`src/hdl/lsq_params.svh`:
```
`ifndef LSQ_PARAMS_SVH
`define LSQ_PARAMS_SVH

// data and address width
`define XLEN 32
// one data cache line
`define LINE_W 64

// queue geometry, pointers carry one extra wrap bit
`define LSQ_DEPTH 8
`define LSQ_PTR_W 4

// ROB tags are shared with the CDB
`define ROB_TAG_W 5
// cache transaction tag, zero means no transaction
`define DC_TAG_W 4

// data cache bus commands
`define BUS_NONE  2'b00
`define BUS_LOAD  2'b01
`define BUS_STORE 2'b10

// access sizes
`define MEM_BYTE 2'b00
`define MEM_HALF 2'b01
`define MEM_WORD 2'b10

`endif

```
`src/hdl/lsq_mem_pkg.sv`:
```
`include "lsq_params.svh"

package lsq_mem_pkg;

    // lane counts within one cache line
    localparam int LINE_WORDS = `LINE_W / 32;
    localparam int LINE_HALVES = `LINE_W / 16;
    localparam int LINE_BYTES = `LINE_W / 8;

    // one cache line, indexed as words, halves or bytes
    // lane 0 is always the least significant part of the line
    typedef union packed {
        logic [LINE_WORDS-1:0][31:0] words;
        logic [LINE_HALVES-1:0][15:0] halves;
        logic [LINE_BYTES-1:0][7:0] bytes;
    } dcache_line_t;

endpackage

```
`src/hdl/lsq_load_align.sv`:
```
`timescale 1ns/1ps
`include "lsq_params.svh"

module lsq_load_align
    import lsq_mem_pkg::*;
(
    input  logic                  clk,
    input  logic                  reset,
    input  logic                  load_done,
    input  logic [`ROB_TAG_W-1:0] head_rob_tag,
    input  logic [`XLEN-1:0]      head_addr,
    input  logic [1:0]            head_size,
    input  logic                  head_unsigned,
    input  dcache_line_t          dcache_data_out,
    output logic                  load_valid,
    output logic [`ROB_TAG_W-1:0] load_tag,
    output logic [`XLEN-1:0]      load_value
);

    logic [7:0]       lane_byte;
    logic [15:0]      lane_half;
    logic [`XLEN-1:0] value_next;

    // lanes picked by the offset within the line
    assign lane_byte = dcache_data_out.bytes[head_addr[2:0]];
    assign lane_half = dcache_data_out.halves[head_addr[2:1]];

    always_comb begin
        case (head_size)
            `MEM_BYTE:
                value_next = {{(`XLEN-8){lane_byte[7] && !head_unsigned}}, lane_byte};
            `MEM_HALF:
                value_next = {{(`XLEN-16){lane_half[15] && !head_unsigned}}, lane_half};
            // word fills XLEN, no extension
            default:
                value_next = dcache_data_out.words[head_addr[2]];
        endcase
    end

    // one-cycle broadcast pulse
    always_ff @(posedge clk or posedge reset) begin
        if (reset) begin
            load_valid <= 1'b0;
        end else begin
            load_valid <= load_done;
        end
    end

    always_ff @(posedge clk) begin
        if (load_done) begin
            load_tag   <= head_rob_tag;
            load_value <= value_next;
        end
    end

endmodule

```
`src/hdl/lsq_mem_issue.sv`:
```
`timescale 1ns/1ps
`include "lsq_params.svh"

module lsq_mem_issue
    import lsq_mem_pkg::*;
(
    input  logic                  clk,
    input  logic                  reset,
    // head entry
    input  logic                  head_valid,
    input  logic                  head_is_store,
    input  logic                  head_addr_valid,
    input  logic                  head_data_valid,
    input  logic                  head_retired,
    input  logic [`ROB_TAG_W-1:0] head_rob_tag,
    input  logic [`XLEN-1:0]      head_addr,
    input  logic [1:0]            head_size,
    input  logic [`XLEN-1:0]      head_store_data,
    // data cache reply
    input  logic [`DC_TAG_W-1:0]  dcache_response,
    input  logic                  dcache_hit,
    input  logic [`DC_TAG_W-1:0]  dcache_tag,
    // data cache request
    output logic [1:0]            dcache_command,
    output logic [`XLEN-1:0]      dcache_addr,
    output logic [1:0]            dcache_size,
    output dcache_line_t          dcache_data,
    // completion
    output logic                  pop,
    output logic                  load_done,
    output logic                  store_ready,
    output logic [`ROB_TAG_W-1:0] store_ready_tag
);

    logic                 miss_pending;
    logic [`DC_TAG_W-1:0] miss_tag;
    logic                 load_go;
    logic                 store_go;
    logic                 accepted;
    logic                 miss_return;

    // a load waits only for its address, and nothing goes out under a miss
    assign load_go = head_valid && !head_is_store && head_addr_valid && !miss_pending;
    // a store also needs its data and the retire pulse
    assign store_go = head_valid && head_is_store && head_addr_valid
                      && head_data_valid && head_retired;

    // ROB sees the store once it could write
    assign store_ready = head_valid && head_is_store && head_addr_valid && head_data_valid;
    assign store_ready_tag = head_rob_tag;

    always_comb begin
        dcache_command = `BUS_NONE;
        dcache_addr    = '0;
        dcache_size    = '0;
        dcache_data    = '0;
        if (store_go) begin
            dcache_command = `BUS_STORE;
            dcache_addr    = head_addr;
            dcache_size    = head_size;
            // store word in the low half, upper word stays zero
            dcache_data.words[0] = head_store_data;
        end else if (load_go) begin
            dcache_command = `BUS_LOAD;
            dcache_addr    = head_addr;
            dcache_size    = head_size;
        end
    end

    assign accepted = dcache_hit || (dcache_response != '0);
    assign miss_return = miss_pending && (dcache_tag != '0) && (dcache_tag == miss_tag);

    assign load_done = (load_go && dcache_hit) || miss_return;
    assign pop = load_done || (store_go && dcache_response != '0);

    // blocking miss tracking, the load stays at the head meanwhile
    always_ff @(posedge clk or posedge reset) begin
        if (reset) begin
            miss_pending <= 1'b0;
            miss_tag     <= '0;
        end else if (miss_return) begin
            miss_pending <= 1'b0;
        end else if (load_go && !dcache_hit && dcache_response != '0) begin
            miss_pending <= 1'b1;
            miss_tag     <= dcache_response;
        end
    end

    // the cache returns a tag only for a miss it accepted from us
    assert property (@(posedge clk) disable iff (reset) (dcache_tag != '0) |-> miss_pending)
        else $error("dcache_tag without a pending miss");

    // a refused request is held until the cache takes it
    assert property (@(posedge clk) disable iff (reset)
        (dcache_command != `BUS_NONE && !accepted)
            |=> $stable(dcache_command) && $stable(dcache_addr)
                && $stable(dcache_size) && $stable(dcache_data))
        else $error("request changed before acceptance");

endmodule

```
`src/hdl/lsq_queue.sv`:
```
`timescale 1ns/1ps
`include "lsq_params.svh"

module lsq_queue (
    input  logic                  clk,
    input  logic                  reset,
    // new entry from issue
    input  logic                  enq_valid,
    input  logic                  enq_is_store,
    input  logic [`ROB_TAG_W-1:0] enq_rob_tag,
    input  logic [1:0]            enq_size,
    input  logic                  enq_unsigned,
    input  logic                  enq_data_valid,
    input  logic [`XLEN-1:0]      enq_data,
    input  logic [`ROB_TAG_W-1:0] enq_data_tag,
    // capture pulses
    input  logic                  addr_valid,
    input  logic [`ROB_TAG_W-1:0] addr_tag,
    input  logic [`XLEN-1:0]      addr,
    input  logic                  cdb_valid,
    input  logic [`ROB_TAG_W-1:0] cdb_tag,
    input  logic [`XLEN-1:0]      cdb_value,
    input  logic                  retire_valid,
    input  logic [`ROB_TAG_W-1:0] retire_tag,
    // head done, from issue
    input  logic                  pop,
    output logic                  lsq_free,
    // head entry fields
    output logic                  head_valid,
    output logic                  head_is_store,
    output logic                  head_addr_valid,
    output logic                  head_data_valid,
    output logic                  head_retired,
    output logic [`ROB_TAG_W-1:0] head_rob_tag,
    output logic [`XLEN-1:0]      head_addr,
    output logic [1:0]            head_size,
    output logic                  head_unsigned,
    output logic [`XLEN-1:0]      head_store_data
);

    localparam int IDX_W = `LSQ_PTR_W - 1;

    // entry state flags
    logic [`LSQ_DEPTH-1:0] ent_valid;
    logic [`LSQ_DEPTH-1:0] ent_is_store;
    logic [`LSQ_DEPTH-1:0] ent_addr_valid;
    logic [`LSQ_DEPTH-1:0] ent_data_valid;
    logic [`LSQ_DEPTH-1:0] ent_retired;

    // entry payload
    logic [`ROB_TAG_W-1:0] ent_rob_tag [`LSQ_DEPTH];
    logic [`ROB_TAG_W-1:0] ent_data_tag [`LSQ_DEPTH];
    logic [`XLEN-1:0]      ent_addr [`LSQ_DEPTH];
    logic [`XLEN-1:0]      ent_data [`LSQ_DEPTH];
    logic [1:0]            ent_size [`LSQ_DEPTH];
    logic                  ent_unsigned [`LSQ_DEPTH];

    logic [`LSQ_PTR_W-1:0] head_ptr;
    logic [`LSQ_PTR_W-1:0] tail_ptr;
    logic [IDX_W-1:0]      head_idx;
    logic [IDX_W-1:0]      tail_idx;
    logic                  full;

    assign head_idx = head_ptr[IDX_W-1:0];
    assign tail_idx = tail_ptr[IDX_W-1:0];

    // same slot on different laps means every entry is taken
    assign full = (head_idx == tail_idx) && (head_ptr[IDX_W] != tail_ptr[IDX_W]);
    assign lsq_free = !full;

    assign head_valid      = ent_valid[head_idx];
    assign head_is_store   = ent_is_store[head_idx];
    assign head_addr_valid = ent_addr_valid[head_idx];
    assign head_data_valid = ent_data_valid[head_idx];
    assign head_retired    = ent_retired[head_idx];
    assign head_rob_tag    = ent_rob_tag[head_idx];
    assign head_addr       = ent_addr[head_idx];
    assign head_size       = ent_size[head_idx];
    assign head_unsigned   = ent_unsigned[head_idx];
    assign head_store_data = ent_data[head_idx];

    // pointers and flags
    always_ff @(posedge clk or posedge reset) begin
        if (reset) begin
            head_ptr       <= '0;
            tail_ptr       <= '0;
            ent_valid      <= '0;
            ent_is_store   <= '0;
            ent_addr_valid <= '0;
            ent_data_valid <= '0;
            ent_retired    <= '0;
        end else begin
            for (int i = 0; i < `LSQ_DEPTH; i++) begin
                // address from execute, matched by ROB tag
                if (addr_valid && ent_valid[i] && !ent_addr_valid[i]
                        && ent_rob_tag[i] == addr_tag) begin
                    ent_addr_valid[i] <= 1'b1;
                end
                // store data from the CDB, matched by producer tag
                if (cdb_valid && ent_valid[i] && ent_is_store[i] && !ent_data_valid[i]
                        && ent_data_tag[i] == cdb_tag) begin
                    ent_data_valid[i] <= 1'b1;
                end
                if (retire_valid && ent_valid[i] && ent_is_store[i] && !ent_retired[i]
                        && ent_rob_tag[i] == retire_tag) begin
                    ent_retired[i] <= 1'b1;
                end
            end
            if (pop) begin
                ent_valid[head_idx] <= 1'b0;
                head_ptr <= head_ptr + 1'b1;
            end
            // never the head slot while it pops, the queue cannot be full then
            if (enq_valid) begin
                ent_valid[tail_idx]      <= 1'b1;
                ent_is_store[tail_idx]   <= enq_is_store;
                ent_addr_valid[tail_idx] <= 1'b0;
                // loads count as having data
                ent_data_valid[tail_idx] <= enq_data_valid || !enq_is_store;
                ent_retired[tail_idx]    <= 1'b0;
                tail_ptr <= tail_ptr + 1'b1;
            end
        end
    end

    // payload follows the same matches
    always_ff @(posedge clk) begin
        for (int i = 0; i < `LSQ_DEPTH; i++) begin
            if (addr_valid && ent_valid[i] && !ent_addr_valid[i]
                    && ent_rob_tag[i] == addr_tag) begin
                ent_addr[i] <= addr;
            end
            if (cdb_valid && ent_valid[i] && ent_is_store[i] && !ent_data_valid[i]
                    && ent_data_tag[i] == cdb_tag) begin
                ent_data[i] <= cdb_value;
            end
        end
        if (enq_valid) begin
            ent_rob_tag[tail_idx]  <= enq_rob_tag;
            ent_data_tag[tail_idx] <= enq_data_tag;
            ent_data[tail_idx]     <= enq_data;
            ent_size[tail_idx]     <= enq_size;
            ent_unsigned[tail_idx] <= enq_unsigned;
        end
    end

    // issue must watch lsq_free before it enqueues
    assert property (@(posedge clk) disable iff (reset) enq_valid |-> lsq_free)
        else $error("enqueue while the LSQ is full");

endmodule

```
`src/hdl/lsq_top.sv`:
```
`timescale 1ns/1ps
`include "lsq_params.svh"

module lsq_top
    import lsq_mem_pkg::*;
(
    input  logic                  clk,
    input  logic                  reset,
    // enqueue from issue
    input  logic                  enq_valid,
    input  logic                  enq_is_store,
    input  logic [`ROB_TAG_W-1:0] enq_rob_tag,
    input  logic [1:0]            enq_size,
    input  logic                  enq_unsigned,
    input  logic                  enq_data_valid,
    input  logic [`XLEN-1:0]      enq_data,
    input  logic [`ROB_TAG_W-1:0] enq_data_tag,
    output logic                  lsq_free,
    // address from execute
    input  logic                  addr_valid,
    input  logic [`ROB_TAG_W-1:0] addr_tag,
    input  logic [`XLEN-1:0]      addr,
    // store data from the CDB
    input  logic                  cdb_valid,
    input  logic [`ROB_TAG_W-1:0] cdb_tag,
    input  logic [`XLEN-1:0]      cdb_value,
    // retire stage
    input  logic                  retire_valid,
    input  logic [`ROB_TAG_W-1:0] retire_tag,
    // data cache request
    output logic [1:0]            dcache_command,
    output logic [`XLEN-1:0]      dcache_addr,
    output logic [1:0]            dcache_size,
    output dcache_line_t          dcache_data,
    // data cache reply
    input  logic [`DC_TAG_W-1:0]  dcache_response,
    input  logic                  dcache_hit,
    input  logic [`DC_TAG_W-1:0]  dcache_tag,
    input  dcache_line_t          dcache_data_out,
    // results
    output logic                  load_valid,
    output logic [`ROB_TAG_W-1:0] load_tag,
    output logic [`XLEN-1:0]      load_value,
    output logic                  store_ready,
    output logic [`ROB_TAG_W-1:0] store_ready_tag
);

    // head entry as seen by issue and load result
    logic                  head_valid;
    logic                  head_is_store;
    logic                  head_addr_valid;
    logic                  head_data_valid;
    logic                  head_retired;
    logic [`ROB_TAG_W-1:0] head_rob_tag;
    logic [`XLEN-1:0]      head_addr;
    logic [1:0]            head_size;
    logic                  head_unsigned;
    logic [`XLEN-1:0]      head_store_data;

    logic pop;
    logic load_done;

    lsq_queue u_queue (
        .clk             (clk),
        .reset           (reset),
        .enq_valid       (enq_valid),
        .enq_is_store    (enq_is_store),
        .enq_rob_tag     (enq_rob_tag),
        .enq_size        (enq_size),
        .enq_unsigned    (enq_unsigned),
        .enq_data_valid  (enq_data_valid),
        .enq_data        (enq_data),
        .enq_data_tag    (enq_data_tag),
        .addr_valid      (addr_valid),
        .addr_tag        (addr_tag),
        .addr            (addr),
        .cdb_valid       (cdb_valid),
        .cdb_tag         (cdb_tag),
        .cdb_value       (cdb_value),
        .retire_valid    (retire_valid),
        .retire_tag      (retire_tag),
        .pop             (pop),
        .lsq_free        (lsq_free),
        .head_valid      (head_valid),
        .head_is_store   (head_is_store),
        .head_addr_valid (head_addr_valid),
        .head_data_valid (head_data_valid),
        .head_retired    (head_retired),
        .head_rob_tag    (head_rob_tag),
        .head_addr       (head_addr),
        .head_size       (head_size),
        .head_unsigned   (head_unsigned),
        .head_store_data (head_store_data)
    );

    lsq_mem_issue u_issue (
        .clk             (clk),
        .reset           (reset),
        .head_valid      (head_valid),
        .head_is_store   (head_is_store),
        .head_addr_valid (head_addr_valid),
        .head_data_valid (head_data_valid),
        .head_retired    (head_retired),
        .head_rob_tag    (head_rob_tag),
        .head_addr       (head_addr),
        .head_size       (head_size),
        .head_store_data (head_store_data),
        .dcache_response (dcache_response),
        .dcache_hit      (dcache_hit),
        .dcache_tag      (dcache_tag),
        .dcache_command  (dcache_command),
        .dcache_addr     (dcache_addr),
        .dcache_size     (dcache_size),
        .dcache_data     (dcache_data),
        .pop             (pop),
        .load_done       (load_done),
        .store_ready     (store_ready),
        .store_ready_tag (store_ready_tag)
    );

    lsq_load_align u_align (
        .clk             (clk),
        .reset           (reset),
        .load_done       (load_done),
        .head_rob_tag    (head_rob_tag),
        .head_addr       (head_addr),
        .head_size       (head_size),
        .head_unsigned   (head_unsigned),
        .dcache_data_out (dcache_data_out),
        .load_valid      (load_valid),
        .load_tag        (load_tag),
        .load_value      (load_value)
    );

endmodule

```
`config.mk`:
```
export PLATFORM = sky130hd
export DESIGN_NAME = lsq_top
export DESIGN_NICKNAME = d
export VERILOG_FILES = /design/src/hdl/lsq_mem_pkg.sv /design/src/hdl/lsq_load_align.sv /design/src/hdl/lsq_mem_issue.sv /design/src/hdl/lsq_queue.sv /design/src/hdl/lsq_top.sv
export VERILOG_INCLUDE_DIRS = /design/src /design/src/hdl
export SDC_FILE = /design/constraint.sdc
export NUM_CORES = 1
export LEC_CHECK = 0
export BUFFER_PORTS_ARGS = -buffer_cell sky130_fd_sc_hd__clkbuf_2
export CAP_MARGIN = 20
export CORE_MARGIN = 3
export CORE_UTILIZATION = 32
export DETAILED_ROUTE_END_ITERATION = 6
export PLACE_DENSITY_LB_ADDON = 0.08
export SLEW_MARGIN = 40
export SYNTH_ARGS = -nofsm -noshare
export SYNTH_HDL_FRONTEND = slang
export SYNTH_SLANG_ARGS = --single-unit
export TNS_END_PERCENT = 1
```
`constraint.sdc`:
```
create_clock -name clk -period 8 [get_ports clk]
set_clock_uncertainty 0.05 [all_clocks]
set_input_delay 0.8 -clock clk [delete_from_list [all_inputs] [get_ports clk]]
set_output_delay 0.8 -clock clk [all_outputs]
set_load 0.02 [all_outputs]
```
* After elaboration in Yosys (flattened, before gate mapping)
Memories as Yosys holds them, arrays and structs flattened. Cells that the tools add are included. W data, S select, Z words.
Word-level totals: output and inout bits 145, logic and storage cells 301, register bits 91, bits in writable memories 616, memories kept 6
Memories:
- u_queue.ent_addr | depth 8, bits a word 32, rd ports 1, clocked after Yosys merged registers in 0, wr ports 8, RTL line lsq_queue.sv:53 | logic [`XLEN-1:0] ent_addr [`LSQ_DEPTH];
- u_queue.ent_data | depth 8, bits a word 32, rd ports 1, clocked after Yosys merged registers in 0, wr ports 9, RTL line lsq_queue.sv:54 | logic [`XLEN-1:0] ent_data [`LSQ_DEPTH];
- u_queue.ent_data_tag | depth 8, bits a word 5, rd ports 8, clocked after Yosys merged registers in 0, wr ports 1, RTL line lsq_queue.sv:52 | logic [`ROB_TAG_W-1:0] ent_data_tag [`LSQ_DEPTH];
- u_queue.ent_rob_tag | depth 8, bits a word 5, rd ports 9, clocked after Yosys merged registers in 0, wr ports 1, RTL line lsq_queue.sv:51 | logic [`ROB_TAG_W-1:0] ent_rob_tag [`LSQ_DEPTH];
- u_queue.ent_size | depth 8, bits a word 2, rd ports 1, clocked after Yosys merged registers in 0, wr ports 1, RTL line lsq_queue.sv:55 | logic [1:0] ent_size [`LSQ_DEPTH];
- u_queue.ent_unsigned | depth 8, bits a word 1, rd ports 1, clocked after Yosys merged registers in 0, wr ports 1, RTL line lsq_queue.sv:56 | logic ent_unsigned [`LSQ_DEPTH];
Cells by class: add/subtract/negate cells 2, reduce and logical (&&, ||, !) cells 144, bitwise logic cells 7, magnitude comparators 7, mux-type cells 95, equality and inequality tests 28
Operators with widths (number):
- $mux W32 | 5
- $eq A5 B5 Y1 | 24
- $logic_and A1 B1 Y1 | 106
- $mux W1 | 68
- $pmux W32 S2 | 1
- $mux W8 | 6
- $bmux W16 S2 | 1
- $logic_not A1 Y1 | 30
- $and A8 B8 Y8 | 3
- $bmux W8 S3 | 1
- $bwmux W8 | 2
- $mux W16 | 1
- $not A8 Y8 | 2
- $bmux W1 S3 | 5
- $lt A3 B4 Y1 const B | 3
- $add A4 B1 Y4 const B | 2
- $or A8 B8 Y8 | 1
- $reduce_bool A4 Y1 | 2
- $demux W1 S3 | 2
- $ge A3 B1 Y1 const B | 2
- $mux W2 | 3
- $eq A4 B4 Y1 | 1
- $eq A3 B3 Y1 | 1
- $logic_or A1 B1 Y1 | 3
- other kinds (8) | 8

* Logic depth before layout (Yosys ltp)
word-level depth 12, gate-level depth with buffers 10

* By module
From an unflattened synthesis, not the netlist that was laid out.
Unflattened totals: cell total of the unflattened synthesis 2215, area total of the unflattened synthesis 33490.9 um2
By module, submodules not included:
- lsq_queue | instances 1, cells each 1848, area an instance 29801.1 um2
- lsq_load_align | instances 1, cells each 218, area an instance 2596.2 um2
- lsq_mem_issue | instances 1, cells each 149, area an instance 1093.5 um2

* Least setup slack after synthesis
Ideal clock, no wire load.
path kind input port to flip-flop, from input port cdb_tag[0], to memory u_queue.ent_data[4][0] in the netlist's numbering (enable), arrival time 4252 ps, setup time 468 ps, cell stages on the path 4, setup slack 3230 ps, path buffers 1, path through clkbuf_1 -> xor2_1 -> or4b_2 -> o21ai_0
RTL lines:
- start: declaration | RTL line lsq_top.sv:25 | input logic [`ROB_TAG_W-1:0] cdb_tag,
- end: declaration | RTL line lsq_queue.sv:54

* Worst setup path after layout
from register u_queue.head_ptr[1], to output port dcache_addr[5]
On the way: longest elaborated chain between the ends 8, elaborated cells between the ends (all ways) 21, those cells by class mux: 12; reduce/logical: 8; memory: 1
RTL lines:
- start: declaration | RTL line lsq_queue.sv:58 | logic [`LSQ_PTR_W-1:0] head_ptr;
- start signal: assignment | RTL line lsq_queue.sv:111 | head_ptr <= head_ptr + 1'b1;
- $bmux W1 S3 | RTL line lsq_queue.sv:72 | assign head_is_store = ent_is_store[head_idx];
- $mux W1 (not written as such) | RTL line lsq_queue.sv:72
- $logic_not A1 Y1 | RTL line lsq_mem_issue.sv:43 | assign load_go = head_valid && !head_is_store && head_addr_valid && !miss_pending;
- $logic_and A1 B1 Y1 (3 in a row) | RTL line lsq_mem_issue.sv:43
- $mux W32 | RTL line lsq_mem_issue.sv:63 | end else if (load_go) begin
- $mux W32 * | RTL line lsq_mem_issue.sv:57 | if (store_go) begin
- end: declaration | RTL line lsq_top.sv:32 | output logic [`XLEN-1:0] dcache_addr,
Mark *: on every way between the ends. The rest lies on a longest branch, timed or not. The select of a mux whose other input is x is not followed.

==> impl_metrics.tcl <==
set metrics [dict create \
    grt_overflow 0 \
    multi_input_area_sq_um 11200 \
    synth-xor-area-share 0.03511 \
    max_freq_ghz 0.2181 \
    dp_hpwl_mm 60.60 \
    fin_ws_ns 3.414 \
    cts.repair.resized 0 \
    rsz0062_at_grt "no" \
    die_h_um 325.6 \
    ff_latch_area_sq_um 20970 \
    slew_headroom 0.4453 \
    tightest_slew_ns 0.8301 \
    wirelength_mm 100.5 \
    async_flop_share 0.07638 \
    synth_fa_ha_area_frac 0.0007657 \
    clock_path_buffers 3 \
    io_pins 350 \
    r2r_slack_ns 3.68 \
    vias 19852 \
    die_w_um 325.6 \
    synth_compound_area_frac 0.02722 \
    core_region_area_sq_um 100700 \
    ir_drop_mv 0.1573 \
    layout_min_cycle_time_ns 4.586 \
    grt_pass1_wl_mm 146.4 \
    dr.pass1.iters 5 \
    syn-mean-instance-area_sq_um 14.51 \
    slowest_delay_ns 0.69 \
    routed_via_density 4.951 \
    slew_viol_final 0 \
    reg2reg_from "u_queue.head_ptr[1]" \
    cts_hold_buf 0 \
    port_buffers 317 \
    fin_tns_setup_ns 0 \
    fillers 9619 \
    cts_tree "yes" \
    clkSlewWorstSetupHoldPaths_ns 0.05 \
    ant_nets 0 \
    min_path_type "input port to asynchronous set/reset pin" \
    place_congestion 0.7928 \
    dieArea_sq_um 106000 \
    nets 2777 \
    worstSetupPathType "flop to output port" \
    post-place-ws_ns 3.621 \
    synth_warnings 0 \
    status "finished, final reports clean" \
    synth-edff-count 653 \
    placementRows 116 \
    yosysSeqAreaShare 0.6414 \
    synthCells 2252 \
    grt_start_max_net_pins 59 \
    cp.arrival_ns 3.74 \
    end_kind "output port" \
    drtIter0Drc 1465 \
    synthToLayoutAreaGrowth_pct 17.99 \
    synth_seq_cells 707 \
    cp_slowest_cell "dfrtp_4" \
    grt_pass1_vias 20844 \
    crit_family "buffers and inverters" \
    maxCapViolations 0 \
    period_share 0.5732 \
    worstPathCellList "buf_12 > mux4_2 > mux2i_1 > and4bb_2 > o21ai_4 > buf_4 > nor2_1 > clkbuf_2" \
    wl_per_cell_um 25.07 \
    power.leakage_uw 0.01414 \
    cts-root-buf "clkbuf_16" \
    power_density_nw_per_um2 332.4 \
    ys_types 57 \
    r2r_cells 8 \
    r2r_end "u_align.load_value[25]" \
    cts_max_level 3 \
    syn_area_sq_um 32680 \
    cts.sinks 707 \
    drive_gt1_frac 0.3043 \
    synth-simple-area-share 0.09346 \
    postCtsSetupBuffers 0 \
    hold_violations 0 \
    clk_latency_ns 0.64 \
    synth_mux_area_frac 0.1755 \
    setup_viol 0 \
    drc 0 \
    synthFlopType "edfxtp_1" \
    numCtsBuffers 84 \
    required_ns 7.15 \
    worst_setup_path_start_kind "flop" \
    worst-path-max-fanout 34 \
    synth_top_family_by_area "multiplexers" \
    antenna_found_initial 23 \
    grt_use_total 0.1872 \
    critPathBufInv 3 \
    start_util 0.3244 \
]
## cells by family (layout without fill, tap and decap cells)
kind of cell             count (synthesis)  after routing
AO/OA/AOI/OAI                          115            115
XOR/XNOR                               131            131
adder cells (fa/ha/maj)                  2              2
buffers and inverters                  177            533
flip-flops                             707            707
multiplexers                           379            379
other                                    1             46
AND/OR/NAND/NOR                        740            740
## area by class of cell
type / count / share of cell area
diodes: 14 / 0.0009086
clock buffers: 115 / 0.05857
clock inverters: 40 / 0.008534
inverters: 16 / 0.001752
multi-input cells: 1399 / 0.2905
flip-flops and latches: 707 / 0.5439
well taps: 1357 / 0.04403
repair buffers: 362 / 0.05179
## tightest hold or removal path, stage by stage
cell and delay (ns):
clkbuf_2 0.09, inv_2 0.04, buf_6 0.44
## worst max path at each step
stage,startpoint,endpoint,slack (ns),cells past startpoint
floorplan,cdb_tag[0],u_queue.ent_data[4][0],3.23,4
global placement,u_queue.head_ptr[2],u_align.load_value[26],3.23,8
detailed placement,u_queue.head_ptr[1],u_align.load_value[27],3.62,8
CTS,u_queue.head_ptr[1],dcache_addr[1],3.23,8
global route,u_queue.head_ptr[1],dcache_data[29],3.20,7
finish,u_queue.head_ptr[1],dcache_addr[5],3.41,8
## registers in the layout (all words and copies together) (netlist names)
name	cells
u_issue.miss_pending	1
u_issue.miss_tag	4
u_align.load_tag	5
u_queue.ent_data	256
u_align.load_valid	1
u_queue.ent_data_tag	40
u_align.load_value	32
u_queue.ent_unsigned	8
u_queue.tail_ptr	4
u_queue.head_ptr	4
u_queue.ent_retired	8
u_queue.ent_addr_valid	8
u_queue.ent_size	16
u_queue.ent_valid	8
u_queue.ent_data_valid	8
u_queue.ent_rob_tag	40
u_queue.ent_is_store	8
u_queue.ent_addr	256
## stage by stage
stage / utilization / area [sq um] / hold WS [ns] / power, uW / cells
global route: 0.3826 / 38540 / 0.2448 / 13480 / 4002
global placement: 0.3555 / 35810 / 0.4277 / 9263 / 3837
CTS: 0.3824 / 38520 / 0.3243 / 13040 / 3996
finish: 0.3828 / 38560 / 0.2344 / 12820 / 4010
detailed placement: 0.3567 / 35930 / 0.4307 / 9346 / 3841
floorplan: - / 32800 / 0.4073 / 7861 / 2283
## per-layer routing
metal / GRT usage / vias up / wire length (um)
li1: - / 8988 / -
met1: 0.2383 / 10148 / 41760
met2: 0.3185 / 541 / 50240
met3: 0.04296 / 163 / 5877
met4: 0.05528 / 12 / 2572
met5: 0 / - / 67
## power by group
part	switching [uW]	internal, uW
clock	1560	2080
sequential	302	4660
combinational	2510	1700
## cell usage in the layout (no fill, tap or decap), types with 11 or more instances in the layout
cell and count:
clkbuf_16 84, nand2_1 527, edfxtp_1 653, buf_4 35, clkinv_2 13, xor2_1 47, conb_1 32, clkbuf_2 317
clkinv_1 19, diode_2 14, mux2_2 119, xnor2_1 84, a21oi_1 14, nand4_1 18, nand4b_1 11, nor2_1 113
o21ai_0 12, mux4_2 143, dfrtp_1 51, mux2i_1 115, clkbuf_1 27, o22a_1 14
## cell usage after synthesis, drive strengths merged (4+ instances only)
cell     number  area share
edfxtp      653        0.60
nand2       531       0.061
mux4        143       0.099
nor2        122       0.014
mux2        119       0.041
mux2i       117       0.036
buf          96       0.017
xnor2        84       0.023
clkbuf       65      0.0075
dfrtp        54       0.041
xor2         47       0.013
o21ai        27      0.0052
nand4        18      0.0034
inv          16      0.0018
a21oi        14      0.0021
o22a         14      0.0038
nand4b       11      0.0029
nor4         11      0.0021
a22oi         9      0.0029
o221ai        9      0.0024
nor2b         8      0.0015
nor3          8      0.0012
a31oi         7      0.0013
a41oi         7      0.0019
nand2b        7      0.0013
nand3         7      0.0011
o221a         7      0.0024
and2          5     0.00096
or4b          5      0.0015
a2111oi       4      0.0011
o22ai         4     0.00077
(Power assumes the default switching activity.)
